`config.mk`:
```
export PLATFORM = sky130hd
export DESIGN_NAME = fpResultPack
export DESIGN_NICKNAME = d
export VERILOG_FILES = /design/src/design/fpFormatPkg.sv /design/src/design/fpMulPipePkg.sv /design/src/design/fpResultPack.sv
export SDC_FILE = /design/constraint.sdc
export NUM_CORES = 1
export LEC_CHECK = 0
export ABC_AREA = 1
export BUFFER_PORTS_ARGS = -buffer_cell sky130_fd_sc_hd__clkbuf_2
export CAP_MARGIN = 20
export CORE_AREA = 2 2 97 99
export DETAILED_ROUTE_END_ITERATION = 8
export DIE_AREA = 0 0 99 101
export SYNTH_ARGS = -nofsm -noshare
export SYNTH_HDL_FRONTEND = slang
export SYNTH_SLANG_ARGS = --single-unit
```
`constraint.sdc`:
```
create_clock -name clk -period 1 [get_ports clk]
set_input_delay 0.05 -clock clk [delete_from_list [all_inputs] [get_ports clk]]
set_output_delay 0.05 -clock clk [all_outputs]
set_load 0.01 [all_outputs]
```
`src/design/fpFormatPkg.sv`:
```
// IEEE 754 single-precision format definitions for the multiplier core
// Word layout, a raw/field view of an operand and the format constants
// Imported by the pipeline package, the stages, the top level and the testbench

package fpFormatPkg;

    // ====================
    // Field widths
    // ====================
    localparam int ExpW  = 8;
    localparam int FracW = 23;

    // Significand width including the hidden bit
    localparam int SigW = FracW + 1;

    // ====================
    // Format constants
    // ====================
    localparam int ExpBias = 127;

    // All-ones exponent, marks Inf and NaN
    localparam int ExpMax = 255;

    // Canonical quiet NaN, positive sign, payload MSB only
    localparam logic [31:0] QuietNan = 32'h7FC0_0000;

    // ====================
    // Word types
    // ====================

    // Single-precision word, sign in bit 31
    typedef struct packed {
        logic             sign;
        logic [ExpW-1:0]  exp;
        logic [FracW-1:0] frac;
    } fp32T;

    // Same 32 bits seen either as a plain word or as fields
    typedef union packed {
        logic [31:0] raw;
        fp32T        f;
    } fpWordU;

endpackage

```
`src/design/fpMulPipePkg.sv`:
```
// Pipeline records and status types of the floating-point multiplier
// Operand class, result flags and the stage-to-stage records
// Each record carries its own valid bit alongside the data

package fpMulPipePkg;

    import fpFormatPkg::*;

    // Exponent sum width, signed, covers -127 up to 383
    localparam int ExpSumW = 10;

    // ====================
    // Operand class
    // ====================

    // Subnormals are flushed and decode as Zero
    typedef enum logic [1:0] {
        Zero   = 2'd0,
        Normal = 2'd1,
        Inf    = 2'd2,
        Nan    = 2'd3
    } fpClassE;

    // Status flags returned with each result
    typedef struct packed {
        logic overflow;
        logic underflow;
        logic invalid;
    } fpFlagsT;

    // ====================
    // Stage records
    // ====================

    // Decode to execute
    typedef struct packed {
        logic                       valid;
        logic                       sign;
        logic signed [ExpSumW-1:0]  expSum;
        fpClassE                    classA;
        fpClassE                    classB;
        logic [SigW-1:0]            sigA;
        logic [SigW-1:0]            sigB;
    } decodedOpT;

    // Execute to result, full significand product
    typedef struct packed {
        logic                       valid;
        logic                       sign;
        logic signed [ExpSumW-1:0]  expSum;
        fpClassE                    classA;
        fpClassE                    classB;
        logic [2*SigW-1:0]          prod;
    } productT;

endpackage

```
`src/design/fpResultPack.sv`:
```
// Result stage of the floating-point multiplier
// Normalizes and rounds the significand product to nearest-even,
// resolves special operands and range limits, registers result and flags
// Subnormal results flush to signed zero

`timescale 1ns/100ps

module fpResultPack
    import fpFormatPkg::*;
    import fpMulPipePkg::*;
(
    input  logic    clk,
    input  logic    arstN_i,
    input  productT prod_i,
    output logic    outValid_o,
    output fp32T    result_o,
    output fpFlagsT flags_o
);

    logic                      anyNan;
    logic                      anyInf;
    logic                      anyZero;
    logic [2*SigW-1:0]         normProd;
    logic signed [ExpSumW-1:0] expNorm;
    logic signed [ExpSumW-1:0] expFinal;
    logic                      guard;
    logic                      roundBit;
    logic                      sticky;
    logic                      roundUp;
    logic [FracW:0]            fracRounded;
    fp32T                      resultNext;
    fpFlagsT                   flagsNext;
    logic                      validQ;
    fp32T                      resultQ;
    fpFlagsT                   flagsQ;

    assign anyNan  = (prod_i.classA == Nan) || (prod_i.classB == Nan);
    assign anyInf  = (prod_i.classA == Inf) || (prod_i.classB == Inf);
    assign anyZero = (prod_i.classA == Zero) || (prod_i.classB == Zero);

    // ====================
    // Normalize and round
    // ====================

    // Leading one ends up in bit 47
    assign normProd = prod_i.prod[2*SigW-1] ? prod_i.prod : (prod_i.prod << 1);
    assign expNorm  = prod_i.expSum + $signed({{(ExpSumW - 1){1'b0}}, prod_i.prod[2*SigW-1]});

    assign guard    = normProd[SigW-1];
    assign roundBit = normProd[SigW-2];
    assign sticky   = |normProd[SigW-3:0];

    // Ties go to the even fraction
    assign roundUp = guard & (roundBit | sticky | normProd[SigW]);

    assign fracRounded = {1'b0, normProd[2*SigW-2:SigW]} + (FracW + 1)'(roundUp);

    // Carry out means 10.000..., the fraction field is already zero
    assign expFinal = expNorm + $signed({{(ExpSumW - 1){1'b0}}, fracRounded[FracW]});

    // ====================
    // Result selection
    // ====================
    always_comb begin
        flagsNext       = '0;
        resultNext.sign = prod_i.sign;
        resultNext.exp  = expFinal[ExpW-1:0];
        resultNext.frac = fracRounded[FracW-1:0];
        if (anyNan || (anyInf && anyZero)) begin
            resultNext        = QuietNan;
            flagsNext.invalid = 1'b1;
        end else if (anyInf) begin
            resultNext.exp  = '1;
            resultNext.frac = '0;
        end else if (anyZero) begin
            resultNext.exp  = '0;
            resultNext.frac = '0;
        end else if (expFinal >= ExpMax) begin
            // Past the largest finite exponent
            resultNext.exp     = '1;
            resultNext.frac    = '0;
            flagsNext.overflow = 1'b1;
        end else if (expFinal <= 0) begin
            resultNext.exp      = '0;
            resultNext.frac     = '0;
            flagsNext.underflow = 1'b1;
        end
    end

    // Output register
    always_ff @(posedge clk or negedge arstN_i) begin
        if (!arstN_i) begin
            validQ <= 1'b0;
        end else begin
            validQ <= prod_i.valid;
        end
    end

    always_ff @(posedge clk) begin
        resultQ <= resultNext;
        flagsQ  <= flagsNext;
    end

    assign outValid_o = validQ;
    assign result_o   = resultQ;
    assign flags_o    = flagsQ;

endmodule

```
# After elaboration in Yosys (flattened, before gate mapping)
# Index checks and enable logic that the tools add are counted.
dict set report totals {
  regBits 36
  inputBits 66
}
dict set report op_classes {
  n_addsub 3
  n_lt_le_gt_ge 2
  n_eq_ne 4
  n_mux 8
  n_bitwise 3
  reduce_logical 12
}
# op n
set op_table {}
lappend op_table {{$mux 31} 3}
lappend op_table {{$mux 47} 1}
lappend op_table {{$add 23x1->24} 1}
lappend op_table {{$mux 23} 1}
lappend op_table {{$reduce_or 22->1} 1}
lappend op_table {{$add 10x2->10} 2}
lappend op_table {{$ge 10x9->1 const B} 1}
lappend op_table {{$le 10x1->1 const B} 1}
lappend op_table {{$eq 2x2->1 const B} 4}
lappend op_table {{$reduce_or 5->1} 1}
lappend op_table {{$logic_not 2->1} 2}
lappend op_table {{$logic_or 1x1->1} 4}
lappend op_table {{$reduce_or 4->1} 1}
lappend op_table {{$mux 1} 3}
lappend op_table {{$reduce_or 3->1} 1}
lappend op_table {{$or 1x1->1} 2}
lappend op_table {{$reduce_or 2->1} 1}
lappend op_table {{$and 1x1->1} 1}
lappend op_table {{$logic_and 1x1->1} 1}

# Longest topological paths before layout
dict set report logic_depth {
  ltp_word 12
  depth_mapped 26
  ltp_nobuf 24
}

# Worst setup path after synthesis
# Ideal clock, no wire load.
dict set report synth_path {
  path_type {input -> register}
  startpoint {input prod_i[47] in the netlist's numbering}
  endpoint {register resultQ (netlist bit result_o[11])}
  setup_time_ns 0.114
  arrival_ns 2.953
  required_ns 0.886
  path_slack_ns -2.067
  stages 23
  n_path_buf 3
  cell_sequence {buf_6 buf_8 nand2_1 o21ai_0 nor2_1 nand2_1 nor3_4 nand3_1 nor2_1 nand3_1 fa_1 inv_1 ha_1 or2_2 nor2_1 nand3_1 nor2_1 nand2_2 nand2_4 nor2_8 nand2_4 buf_6 nor2_1}
}
dict set report synth_between {
  elab_chain_cells 9
  word_cells_on_any_way 11
}
# element line_no
set synth_rtl {}
lappend synth_rtl {{start: declaration} fpResultPack.sv:14} ;# input productT prod_i,
lappend synth_rtl {{$mux 47} fpResultPack.sv:46} ;# assign normProd = prod_i.prod[2*SigW-1] ? prod_i.prod : (prod_i.prod << 1);
lappend synth_rtl {{$reduce_or 22->1} fpResultPack.sv:51} ;# assign sticky = |normProd[SigW-3:0];
lappend synth_rtl {{$or 1x1->1 (2 in series)} fpResultPack.sv:54} ;# assign roundUp = guard & (roundBit | sticky | normProd[SigW]);
lappend synth_rtl {{$and 1x1->1} fpResultPack.sv:54}
lappend synth_rtl {{$add 23x1->24} fpResultPack.sv:56} ;# assign fracRounded = {1'b0, normProd[2*SigW-2:SigW]} + (FracW + 1)'(roundUp);
lappend synth_rtl {{$add 10x2->10} fpResultPack.sv:59} ;# assign expFinal = expNorm + $signed({{(ExpSumW - 1){1'b0}}, fracRounded[FracW]});
lappend synth_rtl {{$ge 10x9->1 / $le 10x1->1 (equally long branches)} {fpResultPack.sv:78, fpResultPack.sv:83}}
lappend synth_rtl {{$reduce_or 5->1 (no line)} --}
lappend synth_rtl {{end signal: assignment} fpResultPack.sv:100} ;# resultQ <= resultNext;
lappend synth_rtl {{end: declaration} fpResultPack.sv:34} ;# fp32T resultQ;
# Several ways; a longest one is shown, not always the timed one.
# A chain may end at the register's enable or synchronous reset.

# Worst setup path in the final report
dict set report layout_path {
  startpoint {input prod_i[47] in the netlist's numbering}
  endpoint {register flagsQ (netlist bit flags_o[1])}
}
dict set report layout_between {
  elab_chain_cells 9
  word_cells_on_any_way 12
}
# element line_no
set layout_rtl {}
lappend layout_rtl {{$mux 47} fpResultPack.sv:46}
lappend layout_rtl {{$reduce_or 22->1} fpResultPack.sv:51}
lappend layout_rtl {{$or 1x1->1 (2 in series)} fpResultPack.sv:54}
lappend layout_rtl {{$and 1x1->1} fpResultPack.sv:54}
lappend layout_rtl {{$add 23x1->24} fpResultPack.sv:56}
lappend layout_rtl {{$add 10x2->10 (*)} fpResultPack.sv:59}
lappend layout_rtl {{$ge 10x9->1 / $le 10x1->1 (equally long branches)} {fpResultPack.sv:78, fpResultPack.sv:83}}
lappend layout_rtl {{$reduce_or 4->1 (no line) / $mux 1 (equally long branches)} --}
lappend layout_rtl {{end signal: assignment} fpResultPack.sv:101} ;# flagsQ <= flagsNext;
lappend layout_rtl {{end: declaration} fpResultPack.sv:35} ;# fpFlagsT flagsQ;
# Every way passes the cells marked *; elsewhere a longest branch is shown, timed or not.

==> impl_metrics.json <==
{
  "cts_sinks": 36,
  "placed_cells": 707,
  "setup_tns_ns": -56.78,
  "fin_crit_ns": 2.81,
  "violations": "negative setup slack",
  "powerDensity_mw_per_mm2": 921,
  "grt_util_all_layers_pct": 15.0,
  "io_buffer_count": 101,
  "tritoncts": "done",
  "die_h_um": 101,
  "cts.root.buffer_cell": "clkbuf_8",
  "ys_ff_latch": 36,
  "route.detailed.drc": 0,
  "avgViaCountPerCell": 4.21,
  "fmax_mhz": 355,
  "critPathKind": "in2reg",
  "post-route-period-util_pct": 281,
  "finalHoldViolCount": 0,
  "cts_max_level": 2,
  "nets": 699,
  "final_area_mm2": 0.00453,
  "start_util_pct": 29.1,
  "diodes": 0,
  "top_level_ports": 102,
  "place_hpwl_um": 6100,
  "avgSynthCellArea_um2": 6.29,
  "clock_path_buffers": 2,
  "pre_cts_ws_ns": -2.10,
  "fin_ws_ns": -1.81,
  "cp_max_fo": 7,
  "place.gp.congestion": 0.850,
  "syn2layout_area_growth_pct": 73.3,
  "cts.clk_slew.worst_paths_ns": 0.07,
  "wirelength_um": 7680,
  "leakagePower_nw": 2.47,
  "drv_cap": 0,
  "p_total_w": 0.00417,
  "nFillCells": 838,
  "rsz0062_at_grt": "yes",
  "ys_warn_count": 0,
  "grt_pass1_vias": 2974,
  "cp-end-kind": "register",
  "layout-drive-gt1-share_pct": 49.6,
  "first_pass_iters": 4,
  "drt_iter0_drc": 60,
  "syn-cell-area_mm2": 0.00262,
  "wl_per_cell_um": 10.4,
  "yosys.area.top_type": "dfxtp_1",
  "num_rows": 35,
  "syn_nets": 485,
  "arrival_ns": 2.99,
  "setup_viol": 33,
  "final_max_slew_viol_count": 0,
  "synth.distinct_cells": 39,
  "gr-total-overflow": 0,
  "syn_inst": 416,
  "ir_drop_v": 0.000373,
  "start_kind": "primary input",
  "cts_buffers": 5,
  "grt_antenna_before_repair": 0,
  "seq_area_frac_synth_pct": 27.8,
  "design.die.area_mm2": 0.0100,
  "hp-class": "in2async",
  "vias": 3127,
  "slew_headroom_pct": 73.1,
  "core_mm2": 0.00898,
  "yosys.area.top_type_share_pct": 26.8,
  "status": "complete, but fails checks",
  "die_w_um": 99,
  "place_area_mm2": 0.00390,
  "grt_start_max_net_pins": 23,
  "finalNonFillerCells": 742,
  "tightestPinTransition_ns": 0.399,
  "grt_pass1_wl_um": 12500,
  "crit_required_ns": 1.18,
  "final_antenna_net_count": 0,
  "ys_top_cells_by_area": "dfxtp_1 27%, nand2_1 17%, inv_1 12%"
}
[report_power, final]
group / switching [W] / total (W) / internal, W
registers: 0.0000124 / 0.00150 / 0.00149
clock network: 0.000506 / 0.00124 / 0.000737
logic: 0.000713 / 0.00143 / 0.000718
[logic make-up (layout without fill, tap and decap cells)]
group | after synthesis | in the layout | share of synthesized area (%)
simple gates | 250 | 252 | 44.9
buf+inv | 91 | 304 | 15.2
flops | 36 | 36 | 27.8
compound gates | 21 | 21 | 5.17
xor+xnor | 15 | 15 | 5.31
fa+ha+maj | 3 | 3 | 1.72
[cell type report]
cell class	count	area, µm²	share of cell area (%)
Clock buffer	5	68.8	1.52
Sequential cell	36	726	16.0
Clock inverter	3	42.5	0.939
Inverter	84	318	7.01
Timing Repair Buffer	212	1440	31.8
Multi-Input combinational cell	291	1800	39.7
Tap cell	111	139	3.07
[cells in the final DEF (no fill, tap or decap), types with 13 or more instances in the layout]
| cell type | n |
|---|---|
| nor2_4 | 13 |
| inv_1 | 79 |
| buf_4 | 98 |
| nand3_1 | 18 |
| dfxtp_1 | 35 |
| nand2_2 | 20 |
| clkbuf_2 | 100 |
| nand2_1 | 97 |
| nor2_1 | 33 |
| nor2_2 | 22 |
[critical path, stage by stage]
cell	delay [ns]
buf_8	0.10
buf_12	0.12
buf_8	0.13
nand2_4	0.06
o21ai_4	0.06
nor2_4	0.12
nand2_2	0.08
nor3_4	0.19
nand3_2	0.09
nor2_2	0.13
nand3_2	0.09
fa_2	0.39
buf_6	0.13
nor2_4	0.18
nand4_1	0.17
xor2_2	0.20
buf_6	0.14
buf_12	0.11
nand2_4	0.10
buf_4	0.17
and3_1	0.17
[state kept, by name, summed over array words and instances (netlist names)]
name	cells
flags_o	3
outValid_o	1
result_o	32
[path summary, 6_finish.rpt]
check	start	to	slack [ns]	depth (start not counted)
setup / recovery	prod_i[47]	flags_o[1]$_SDFF_PP0_	-1.81	21
min in group clk	prod_i[61]	result_o[30]$_SDFF_PP1_	0.23	5
hold / removal	arstN_i	outValid_o$_DFF_PN0_	0.07	2
max in group asynchronous	arstN_i	outValid_o$_DFF_PN0_	0.84	2
[per-layer routing]
| metal | vias up | wire length [µm] | GRT usage (%) |
|---|---|---|---|
| met5 | - | 0 | 0 |
| met4 | 0 | 113 | 5.27 |
| met3 | 9 | 328 | 1.46 |
| met2 | 88 | 3650 | 25.5 |
| met1 | 1340 | 3590 | 19.8 |
| li1 | 1690 | - | - |
[Yosys cell counts]
cell type    n
a21oi_1      1
a22oi_1      1
and2_1       2
and3_1       1
buf_4        1
buf_6        5
buf_8        1
dfrtp_1      1
dfxtp_1     35
fa_1         1
ha_1         2
inv_1       82
inv_2        1
inv_4        1
nand2_1    117
nand2_2      7
nand2_4      2
nand3_1     29
nand3_2      1
nand3b_1     1
nand4_1     10
nor2_1      45
nor2_2      20
nor2_4       3
nor2_8       1
nor3_1       2
nor3_4       1
nor4_1       5
o211ai_1     1
o211ai_2     1
o21ai_0      8
o21ai_1      3
o21ai_2      4
o22ai_1      2
or2_2        2
or3_1        1
xnor2_1      6
xor2_1       8
xor2_2       1
[per-stage QoR]
step / hold WS (ns) / utilization, %
global placement: -0.175 / 43.5
CTS: 0.0675 / 47.4
floorplan: -0.246 / -
detailed placement: -0.173 / 43.5
global route: 0.0720 / 50.5
finish: 0.0714 / 50.5
[what timing repair did]
action	CTS	global route
endpoints found under the setup margin	33	33
cloned	0	2
hold buffers	3	0
resized for setup	36	38
pin swaps	25	23
hold endpoints to repair	3	0
setup buffers	12	10
Note: power is estimated with default switching activity, not from simulation.
