===== src/design/fpFormatPkg.sv =====
// IEEE 754 single-precision format definitions for the multiplier core
// Word layout, a raw/field view of an operand and the format constants
// Imported by the pipeline package, the stages, the top level and the testbench

package fpFormatPkg;

    // ====================
    // Field widths
    // ====================
    localparam int ExpW  = 8;
    localparam int FracW = 23;

    // Significand width including the hidden bit
    localparam int SigW = FracW + 1;

    // ====================
    // Format constants
    // ====================
    localparam int ExpBias = 127;

    // All-ones exponent, marks Inf and NaN
    localparam int ExpMax = 255;

    // Canonical quiet NaN, positive sign, payload MSB only
    localparam logic [31:0] QuietNan = 32'h7FC0_0000;

    // ====================
    // Word types
    // ====================

    // Single-precision word, sign in bit 31
    typedef struct packed {
        logic             sign;
        logic [ExpW-1:0]  exp;
        logic [FracW-1:0] frac;
    } fp32T;

    // Same 32 bits seen either as a plain word or as fields
    typedef union packed {
        logic [31:0] raw;
        fp32T        f;
    } fpWordU;

endpackage


===== src/design/fpMulPipePkg.sv =====
// Pipeline records and status types of the floating-point multiplier
// Operand class, result flags and the stage-to-stage records
// Each record carries its own valid bit alongside the data

package fpMulPipePkg;

    import fpFormatPkg::*;

    // Exponent sum width, signed, covers -127 up to 383
    localparam int ExpSumW = 10;

    // ====================
    // Operand class
    // ====================

    // Subnormals are flushed and decode as Zero
    typedef enum logic [1:0] {
        Zero   = 2'd0,
        Normal = 2'd1,
        Inf    = 2'd2,
        Nan    = 2'd3
    } fpClassE;

    // Status flags returned with each result
    typedef struct packed {
        logic overflow;
        logic underflow;
        logic invalid;
    } fpFlagsT;

    // ====================
    // Stage records
    // ====================

    // Decode to execute
    typedef struct packed {
        logic                       valid;
        logic                       sign;
        logic signed [ExpSumW-1:0]  expSum;
        fpClassE                    classA;
        fpClassE                    classB;
        logic [SigW-1:0]            sigA;
        logic [SigW-1:0]            sigB;
    } decodedOpT;

    // Execute to result, full significand product
    typedef struct packed {
        logic                       valid;
        logic                       sign;
        logic signed [ExpSumW-1:0]  expSum;
        fpClassE                    classA;
        fpClassE                    classB;
        logic [2*SigW-1:0]          prod;
    } productT;

endpackage


===== src/design/fpOperandDecode.sv =====
// Decode stage of the floating-point multiplier
// Splits both operands into fields, classifies them and forms the
// product sign and the biased exponent sum, then registers the record
// One cycle from inValid_i to dec_o

`timescale 1ns/100ps

module fpOperandDecode
    import fpFormatPkg::*;
    import fpMulPipePkg::*;
(
    input  logic      clk,
    input  logic      arstN_i,
    input  logic      inValid_i,
    input  fp32T      opA_i,
    input  fp32T      opB_i,
    output decodedOpT dec_o
);

    fpWordU    wordA;
    fpWordU    wordB;
    fpClassE   classA;
    fpClassE   classB;
    decodedOpT decNext;
    decodedOpT decQ;
    logic      validQ;

    // Zero exponent covers true zero and flushed subnormals
    function automatic fpClassE classify(input fp32T f);
        if (f.exp == '0) begin
            return Zero;
        end else if (f.exp == ExpW'(ExpMax)) begin
            return (f.frac == '0) ? Inf : Nan;
        end
        return Normal;
    endfunction

    // Operands enter as plain words
    assign wordA.raw = opA_i;
    assign wordB.raw = opB_i;

    assign classA = classify(wordA.f);
    assign classB = classify(wordB.f);

    always_comb begin
        decNext.valid  = inValid_i;
        decNext.sign   = wordA.f.sign ^ wordB.f.sign;
        // Biased sum, one bias removed
        decNext.expSum = ExpSumW'(int'(wordA.f.exp) + int'(wordB.f.exp) - ExpBias);
        decNext.classA = classA;
        decNext.classB = classB;
        // Hidden bit only for normal numbers
        decNext.sigA   = {classA == Normal, wordA.f.frac};
        decNext.sigB   = {classB == Normal, wordB.f.frac};
    end

    // Valid strobe
    always_ff @(posedge clk or negedge arstN_i) begin
        if (!arstN_i) begin
            validQ <= 1'b0;
        end else begin
            validQ <= inValid_i;
        end
    end

    // Payload
    always_ff @(posedge clk) begin
        decQ <= decNext;
    end

    always_comb begin
        dec_o       = decQ;
        dec_o.valid = validQ;
    end

endmodule


===== config.mk =====
export PLATFORM = sky130hd
export DESIGN_NAME = fpOperandDecode
export DESIGN_NICKNAME = d
export VERILOG_FILES = /design/src/design/fpFormatPkg.sv /design/src/design/fpMulPipePkg.sv /design/src/design/fpOperandDecode.sv
export SDC_FILE = /design/constraint.sdc
export NUM_CORES = 1
export LEC_CHECK = 0
export ABC_CLOCK_PERIOD_IN_PS = 800
export BUFFER_PORTS_ARGS = -buffer_cell sky130_fd_sc_hd__buf_2
export CORE_ASPECT_RATIO = 0.75
export CORE_MARGIN = 4
export CORE_UTILIZATION = 25
export DETAILED_ROUTE_END_ITERATION = 8
export GPL_ROUTABILITY_DRIVEN = 0
export HOLD_SLACK_MARGIN = 0.12
export SYNTH_ARGS = -nofsm -noshare
export SYNTH_HDL_FRONTEND = slang
export SYNTH_SLANG_ARGS = --single-unit

===== constraint.sdc =====
create_clock -name clk -period 0.8 [get_ports clk]
set_input_delay 0.12 -clock clk [delete_from_list [all_inputs] [get_ports clk]]
set_output_delay 0.12 -clock clk [all_outputs]
set_load 0.05 [all_outputs]

Word level (Yosys, flattened, before mapping)
Index checks and enable logic that the tools add are counted.
{ "word_totals": {"reg_bits": 64, "elab_cells": 30} }
{ "classes": {"n_reduce_logical": 4, "n_eq_ne": 4, "n_addsub": 2, "bitwise": 1, "mux": 12} }
{ "op_table": {"columns": ["cell", "n"], "rows": [
  ["23-bit logical NOT", 2],
  ["8-bit == test (second input constant)", 2],
  ["8-bit logical NOT", 2],
  ["2-bit two-way mux", 6],
  ["9-bit by 7-bit subtractor with 10-bit output (second input constant)", 1],
  ["8-bit by 8-bit adder with 9-bit output", 1],
  ["1-bit two-way mux", 6],
  ["2-bit by 1-bit == test with 1-bit output (second input constant)", 2],
  ["1-bit bitwise XOR", 1]
]} }

Depth between registers and ports, before layout
Gate-level depths: netlist of run 1.
{ "logic_depth": {"word_depth": 6, "ltp_mapped": 9, "ltp_nobuf": 9} }

Least setup slack after synthesis of run 1
Ideal clock, no wire load.
{ "synth_timing": {"path_kind": "input-to-reg", "startpoint": "input port opA_i[24] (netlist name)", "endpoint": "register decQ (netlist bit dec_o[59])", "setup_slack_ns": -0.916, "cell_stages": 7, "t_arrival_ns": 1.597, "n_path_buf": 0, "setup_time_ns": 0.119, "path_cell_list": "ha_1 ha_1 fa_1 a21oi_2 o211ai_1 a211oi_1 nor2_1"} }
{ "synth_lines": {"columns": ["element", "line_no", "text"], "rows": [
  ["from (decl)", "fpOperandDecode.sv:15", "input fp32T opA_i,"],
  ["to (signal assigned)", "fpOperandDecode.sv:68", "decQ <= decNext;"],
  ["to (decl)", "fpOperandDecode.sv:25", "decodedOpT decQ;"]
]} }

==> results of run 1 <==
layer usage:
| layer | vias to the layer above | GRT usage (%) | share of wire (%) |
|---|---|---|---|
| li1 | 993 | - | - |
| met1 | 918 | 15.75 | 36 |
| met2 | 85 | 28.64 | 53 |
| met3 | 13 | 5.842 | 8.6 |
| met4 | 0 | 6.116 | 1.8 |
| met5 | - | 0 | 0 |
worst max path at each step:
stage / startpoint / end / depth (start not counted)
floorplan: opA_i[24] / dec_o[59] / 7
global placement: opB_i[23] / dec_o[59] / 10
detailed placement: opA_i[24] / dec_o[59] / 8
CTS: opA_i[24] / dec_o[59] / 8
global route: opA_i[24] / dec_o[59] / 8
finish: opA_i[24] / dec_o[59] / 8
critical path, stage by stage:
cell      delay, ps
buf_8           100
ha_4            240
ha_4            160
fa_2            390
a21oi_4         170
o211ai_1        100
a211oi_1        220
nor2_1           70
sequential cells by signal (all words and copies together) (netlist names):
signal and count:
dec_o 63, validQ 1
cells by family (layout without fill, tap and decap cells):
logic type / Yosys count / after routing / synth area share [%]
XOR/XNOR: 6 / 6 / 2.713
AO/OA/AOI/OAI: 18 / 18 / 7.752
adder cells (fa/ha/maj): 16 / 16 / 10.72
buffers and inverters: 11 / 243 / 2.326
flip-flops: 64 / 64 / 66.41
AND/OR/NAND/NOR: 35 / 35 / 10.08
placed cells by master (no fill, tap or decap), types with 2 or more instances in the layout:
cell type      netlist  layout
nand3_1              2       2
nand2_1              3       3
nor4_1              16       5
inv_2                0       5
clkbuf_8             0       9
nor2_2               0       2
nor2_1               5       3
o21ai_1              0       2
xnor2_1              4       4
nor3_1               2       2
buf_2                0      61
a21oi_2              2       3
clkinv_2             0       3
nor4_2               0      11
inv_4                0       2
buf_6                0      12
inv_1               10       3
a21oi_1              5       3
nand4_1              6       6
buf_8                0      60
dfxtp_2              0      62
ha_4                 0      15
xor2_1               2       2
o2bb2a_4             2       2
buf_4                1      33
dlygate4sd3_1        0      51
area by class of cell:
cell class	count	area (sq um)	share of cell area, %
clock buffers	9	123.9	2.620
flip-flops and latches	64	1364	28.85
clock inverters	7	70.07	1.482
multi-input cells	75	900.9	19.06
repair buffers	217	2100	44.41
well taps	101	126.4	2.673
inverters	10	42.54	0.8999
what timing repair did:
action,CTS,global route
endpoints found under the hold margin,51,2
gates cloned,0,0
pin swaps,9,8
setup buffers,2,3
endpoints found under the setup margin,73,73
resized for setup,253,22
where the power goes:
| group | internal [mW] | switching [mW] |
|---|---|---|
| sequential | 3.48 | 0.154 |
| clock | 1.44 | 1.25 |
| combinational | 1.40 | 1.47 |
| total | 6.32 | 2.88 |
metrics by stage:
stage	util [%]	setup TNS [ps]	area [sq um]	power [mW]	hold WS [ps]
6_report	63.60	-10920	4727	9.200	127.6
5_1_grt	63.60	-14040	4727	9.636	113.5
4_1_cts	62.29	-11830	4629	9.187	102.1
3_5_place_dp	42.88	-6988	3187	5.649	-103.6
3_3_place_gp	42.88	-6806	3187	5.628	-103.7
2_1_floorplan	-	-3509	2177	4.920	-175.6
==> metrics.md, run 1 <==
| Metric | Value |
|---|---|
| Outcome | finished with violations |
| Failing checks | negative setup slack |
| RSZ-0062 raised after global routing | yes |
| Cell variety after synth | 25 |
| CTS Sinks | 64 |
| Worst EP arrival | 1580 ps |
| Crit end category | flip-flop |
| Tot GR Track Use | ~16% |
| Primary FF master, synth | dfxtp_1 |
| Area grow syn2layout | 144.1% |
| Antenna violations before repair | 0 |
| Initial DRC Count | around 40 |
| Register area share after synthesis | between 60% and 70% |
| Tmin final | about 1400 ps |
| VDD IR max | approximately 1400 uV |
| Synth Instances | 150 |
| Hold Path Origin | opB_i[23] |
| CTS tree | done |
| Crit path max fanout | 3 |
| Hold_buf cts | 51 |
| Mean area per synthesized cell | between 10 and 15 sq um |
| Total congestion overflow | 0 |
| Core footprint | ~0.0074 sq mm |
| Area leader, netlist | dfxtp_1 |
| Max-slew violations | 0 |
| Detailed-route wire length | 7077 microns |
| Max Cap Violations | 0 |
| Critical Path RT | 1020 ps |
| Cells taking the most area after synthesis | dfxtp_1 (65%), ha_1 (9.7%), nor4_1 (5.2%) |
| Final ANT Viol Nets | 0 |
| Clock transition at path regs | ~70 ps |
| Hold Path Cell Cnt | 4 |
| Class of the worst hold path | in2reg |
| Tcrit/Tclk final | 170.1% |
| Commonest cells post-synth | dfxtp_1 (63), nor4_1 (16), ha_1 (15) |
| Largest net degree at the start of global routing | 13 |
| Slew of the pin with the lowest slew margin | 272.5 ps |
| Async SR Flop Fraction | under 10% |
| First-pass GRT wire length | roughly 11000 microns |
| Fillers | 579 |
| Synth Register Bits | 64 |
| Remaining DRCs | 0 |
| Starting Density | 26.06% |
| Post-Layout Cell Count | 483 |
| Leak pwr | around 2 nW |
| Die ar. | about 0.009 sq mm |
| CTS Buf Count | 9 |
| Worst Setup Slack, final | -560.5 ps |
| Root buffer cell | clkbuf_8 |
| Startpoint Class | input pin |
| Placed cell count | a little over 400 |
| CTS max path bufs | 2 |
| Fmax | approximately 740 MHz |
| Hold Vio Cnt, Final | 0 |
| Yosys warns | 0 |
| Worst Hold End | dec_o[52] |
| Row cnt | 27 |
| Crit Path Category | in2reg |
| Die H | 84.23 microns |
| # diodes | 0 |
| Ports | ~130 |
| Die width | approximately 110 microns |
| Rel. slew slack | between 80% and 90% |
| IO Port Bufs | 130 |
| Avg Vias per Cell | 4.159 |
| Vias in the first global route | approximately 2300 |
| # nets final | 460 |
| Setup slack after placement | -944.0 ps |
| Share of cells above drive strength 1 | 75.65% |
| Vias after detailed routing | around 2000 |
| Wire per inst | 14.65 microns |
| H-tree Lvls | 3 |
| Post-synth EDFFs | 0 |
| Pre-Repair DR Iteration Count | 4 |
| Pwr Density | approximately 2000 mW/mm^2 |
| Syn nets | around 230 |
| Synthesized area | a little under 0.002 sq mm |
| Top-area cell type share of the netlist area | between 60 and 70% |
| Top-count cell post-synth | dfxtp_1 |
| Detailed placement HPWL | just under 5000 microns |
| Final setup viols | 72 |
(Power assumes the default switching activity.)
==> run 2, diff against run 1 <==
--- a/config.mk
+++ b/config.mk
@@ -6,11 +6,11 @@
 export NUM_CORES = 1
 export LEC_CHECK = 0
 export ABC_CLOCK_PERIOD_IN_PS = 800
-export BUFFER_PORTS_ARGS = -buffer_cell sky130_fd_sc_hd__buf_2
 export CORE_ASPECT_RATIO = 0.75
 export CORE_MARGIN = 4
 export CORE_UTILIZATION = 25
 export DETAILED_ROUTE_END_ITERATION = 8
+export DONT_BUFFER_PORTS = 1
 export GPL_ROUTABILITY_DRIVEN = 0
 export HOLD_SLACK_MARGIN = 0.12
 export SYNTH_ARGS = -nofsm -noshare
==> metrics.md, run 2 (synthesized netlist as in run 1, its figures left out) <==
| Metric | Value |
|---|---|
| Outcome | finished with violations (unchanged) |
| Failing checks | negative hold slack, negative setup slack (was negative setup slack) |
| Class of the worst hold path | in2reg (unchanged) |
| Pre-Repair DR Iteration Count | 4 (unchanged) |
| Detailed placement HPWL | 5161 microns (was 4810 microns) |
| Post-Layout Cell Count | 424 (was 483) |
| Share of cells above drive strength 1 | 64.40% (was 75.65%) |
| Wire per inst | 17.03 microns (was 14.65 microns) |
| CTS max path bufs | 2 (unchanged) |
| Detailed-route wire length | 7220 microns (was 7077 microns) |
| Area grow syn2layout | 150.8% (was 144.1%) |
| Worst EP arrival | 1420 ps (was 1580 ps) |
| Crit Path Category | in2reg (unchanged) |
| Row cnt | 27 (unchanged) |
| Startpoint Class | input pin (unchanged) |
| Pwr Density | 1868 mW/mm^2 (was 1946 mW/mm^2) |
| Final setup viols | 74 (was 72) |
| Hold Path Origin | opB_i[19] (was opB_i[23]) |
| Hold WS | -185.8 ps (was 127.6 ps) |
| Largest net degree at the start of global routing | 13 (unchanged) |
| Remaining DRCs | 0 (unchanged) |
| # nets final | 401 (was 460) |
| Core footprint | 0.007432 sq mm (unchanged) |
| Fmax | 832.8 MHz (was 735.0 MHz) |
| Rel. slew slack | 74.99% (was 81.68%) |
| Tot GR Track Use | 14.19% (was 15.59%) |
| Worst Setup Slack, final | -400.8 ps (was -560.5 ps) |
| Tcrit/Tclk final | 150.1% (was 170.1%) |
| Post-route cell area | 0.004857 sq mm (was 0.004727 sq mm) |
| Initial DRC Count | 60 (was 41) |
| Antenna violations before repair | 0 (unchanged) |
| Setup slack after placement | -777.0 ps (was -944.0 ps) |
| Avg Vias per Cell | 4.222 (was 4.159) |
| Crit end category | flip-flop (unchanged) |
| Clk pwr share | 26.1% (was 29.2%) |
| Slew of the pin with the lowest slew margin | 371.7 ps (was 272.5 ps) |
| Most frequent cells in the layout | buf_12 (64), dfxtp_2 (62), dlygate4sd3_1 (54) (was dfxtp_2 (62), buf_2 (61), buf_8 (60)) |
| Critical Path RT | 1020 ps (about the same) |
| Pwr Total | 9.071 mW (was 9.200 mW) |
| Root buffer cell | clkbuf_8 (unchanged) |
| CTS Sinks | 64 (unchanged) |
| Sw Ratio | 31.49% (was 31.27%) |
| Sequential power share | 40.8% (was 39.5%) |
| Max Cap Violations | 0 (unchanged) |
| Setup TNS Final | -10470 ps (was -10920 ps) |
| # diodes | 0 (unchanged) |
| Die ar. | 0.009234 sq mm (unchanged) |
| CTS tree | done (unchanged) |
| Vias after detailed routing | 1790 (was 2009) |
| CTS Buf Count | 9 (unchanged) |
| Ports | 131 (unchanged) |
| Worst Hold End | dec_o[19] (was dec_o[52]) |
| Die H | 84.23 microns (unchanged) |
| Final ANT Viol Nets | 0 (unchanged) |
| Hold Vio Cnt, Final | 2 (was 0) |
| Commonest non-fill, non-tap cell in the layout | buf_12 (was dfxtp_2) |
| Largest register FFs | 63 (unchanged) |
| RSZ-0062 raised after global routing | yes (unchanged) |
| Total congestion overflow | 0 (unchanged) |
| Crit path max fanout | 2 (was 3) |
| Max-slew violations | 0 (unchanged) |
| Die width | 109.6 microns (unchanged) |
| P_int | 6.215 mW (was 6.323 mW) |
| First-pass GRT wire length | 9901 microns (was 10910 microns) |
| Vias in the first global route | 1942 (was 2279) |
| IO Port Bufs | 0 (was 130) |
| Starting Density | 26.06% (unchanged) |
| H-tree Lvls | 3 (unchanged) |
| Leak pwr | 2.097 nW (was 2.036 nW) |
| Post-DP Area | 0.003690 sq mm (was 0.003187 sq mm) |
| Tmin final | 1201 ps (was 1360 ps) |
| Comb pwr share | 33.2% (was 31.2%) |
| Clock transition at path regs | 70 ps (about the same) |
| Hold Path Cell Cnt | 0 (was 4) |
| VDD IR max | 1193 uV (was 1366 uV) |
| Placed cell count | 329 (was 412) |
| Switching Power | 2.856 mW (was 2.877 mW) |
-- run 2: changes by cell type in the layout (fill, tap and decap cells not counted), sizes merged --
cell,delta
buf,-84
dlymetal6s2s,+7
dlygate4sd3,+3
clkinvlp,+1
clkbuf,+1
dlymetal6s4s,+14
bufinv,-1
-- run 2: metal layers --
metal / vias to the layer above / track usage, % / wire (microns)
li1: 873 / - / -
met1: 823 / 15.07 / 2772
met2: 85 / 24.82 / 3710
met3: 9 / 6.610 / 638
met4: 0 / 4.417 / 97
met5: - / 0 / 0
-- run 2: per-stage QoR --
step | hold WS, ps | utilization (%)
after CTS | -209.5 | 60.19
final | -185.8 | 65.35
after floorplan | -175.6 | -
after global placement | -175.5 | 49.65
after global routing | -216.6 | 65.35
after detailed placement | -175.5 | 49.65
-- run 2: worst max-delay path, stage by stage --
cell	delay, ps
dlygate4sd3_1	580
nor4_2	330
nand4_1	170
o2bb2a_4	220
-- run 2: how the worst max path moves through the flow --
| stage | from | slack [ps] | end |
|---|---|---|---|
| global route | opA_i[24] | -430 | dec_o[59] |
| finish | opA_i[1] | -400 | dec_o[50] |
| global placement | opB_i[23] | -730 | dec_o[59] |
| CTS | opA_i[24] | -370 | dec_o[59] |
| floorplan | opA_i[24] | -680 | dec_o[59] |
| detailed placement | opA_i[24] | -780 | dec_o[61] |
-- run 2: final cells by class --
type                            instances  area [sq um]
Inverter                               10         40.04
Tap cell                              101         126.4
Clock buffer                            9         123.9
Clock inverter                          7         47.55
Multi-Input combinational cell         75         923.4
Fill cell                             534          2575
Timing Repair Buffer                  158          2232
Sequential cell                        64          1364
-- run 2: timing repair --
item | in CTS | in global routing
resized for setup | 68 | 41
endpoints found under the hold margin | 59 | 34
buffers inserted | 1 | 2
pin swaps | 8 | 16
hold buffers | 50 | 27
endpoints found under the setup margin | 71 | 76
-- run 2: power by group through the flow --
stage          Clock (mW)  Combinational [mW]  Sequential (mW)
4_1_cts              2.45                2.84             3.70
6_report             2.37                3.01             3.70
3_3_place_gp            0                2.50             3.71
2_1_floorplan           0               0.490             4.43
5_1_grt              2.60                3.14             3.72
3_5_place_dp            0                2.54             3.72
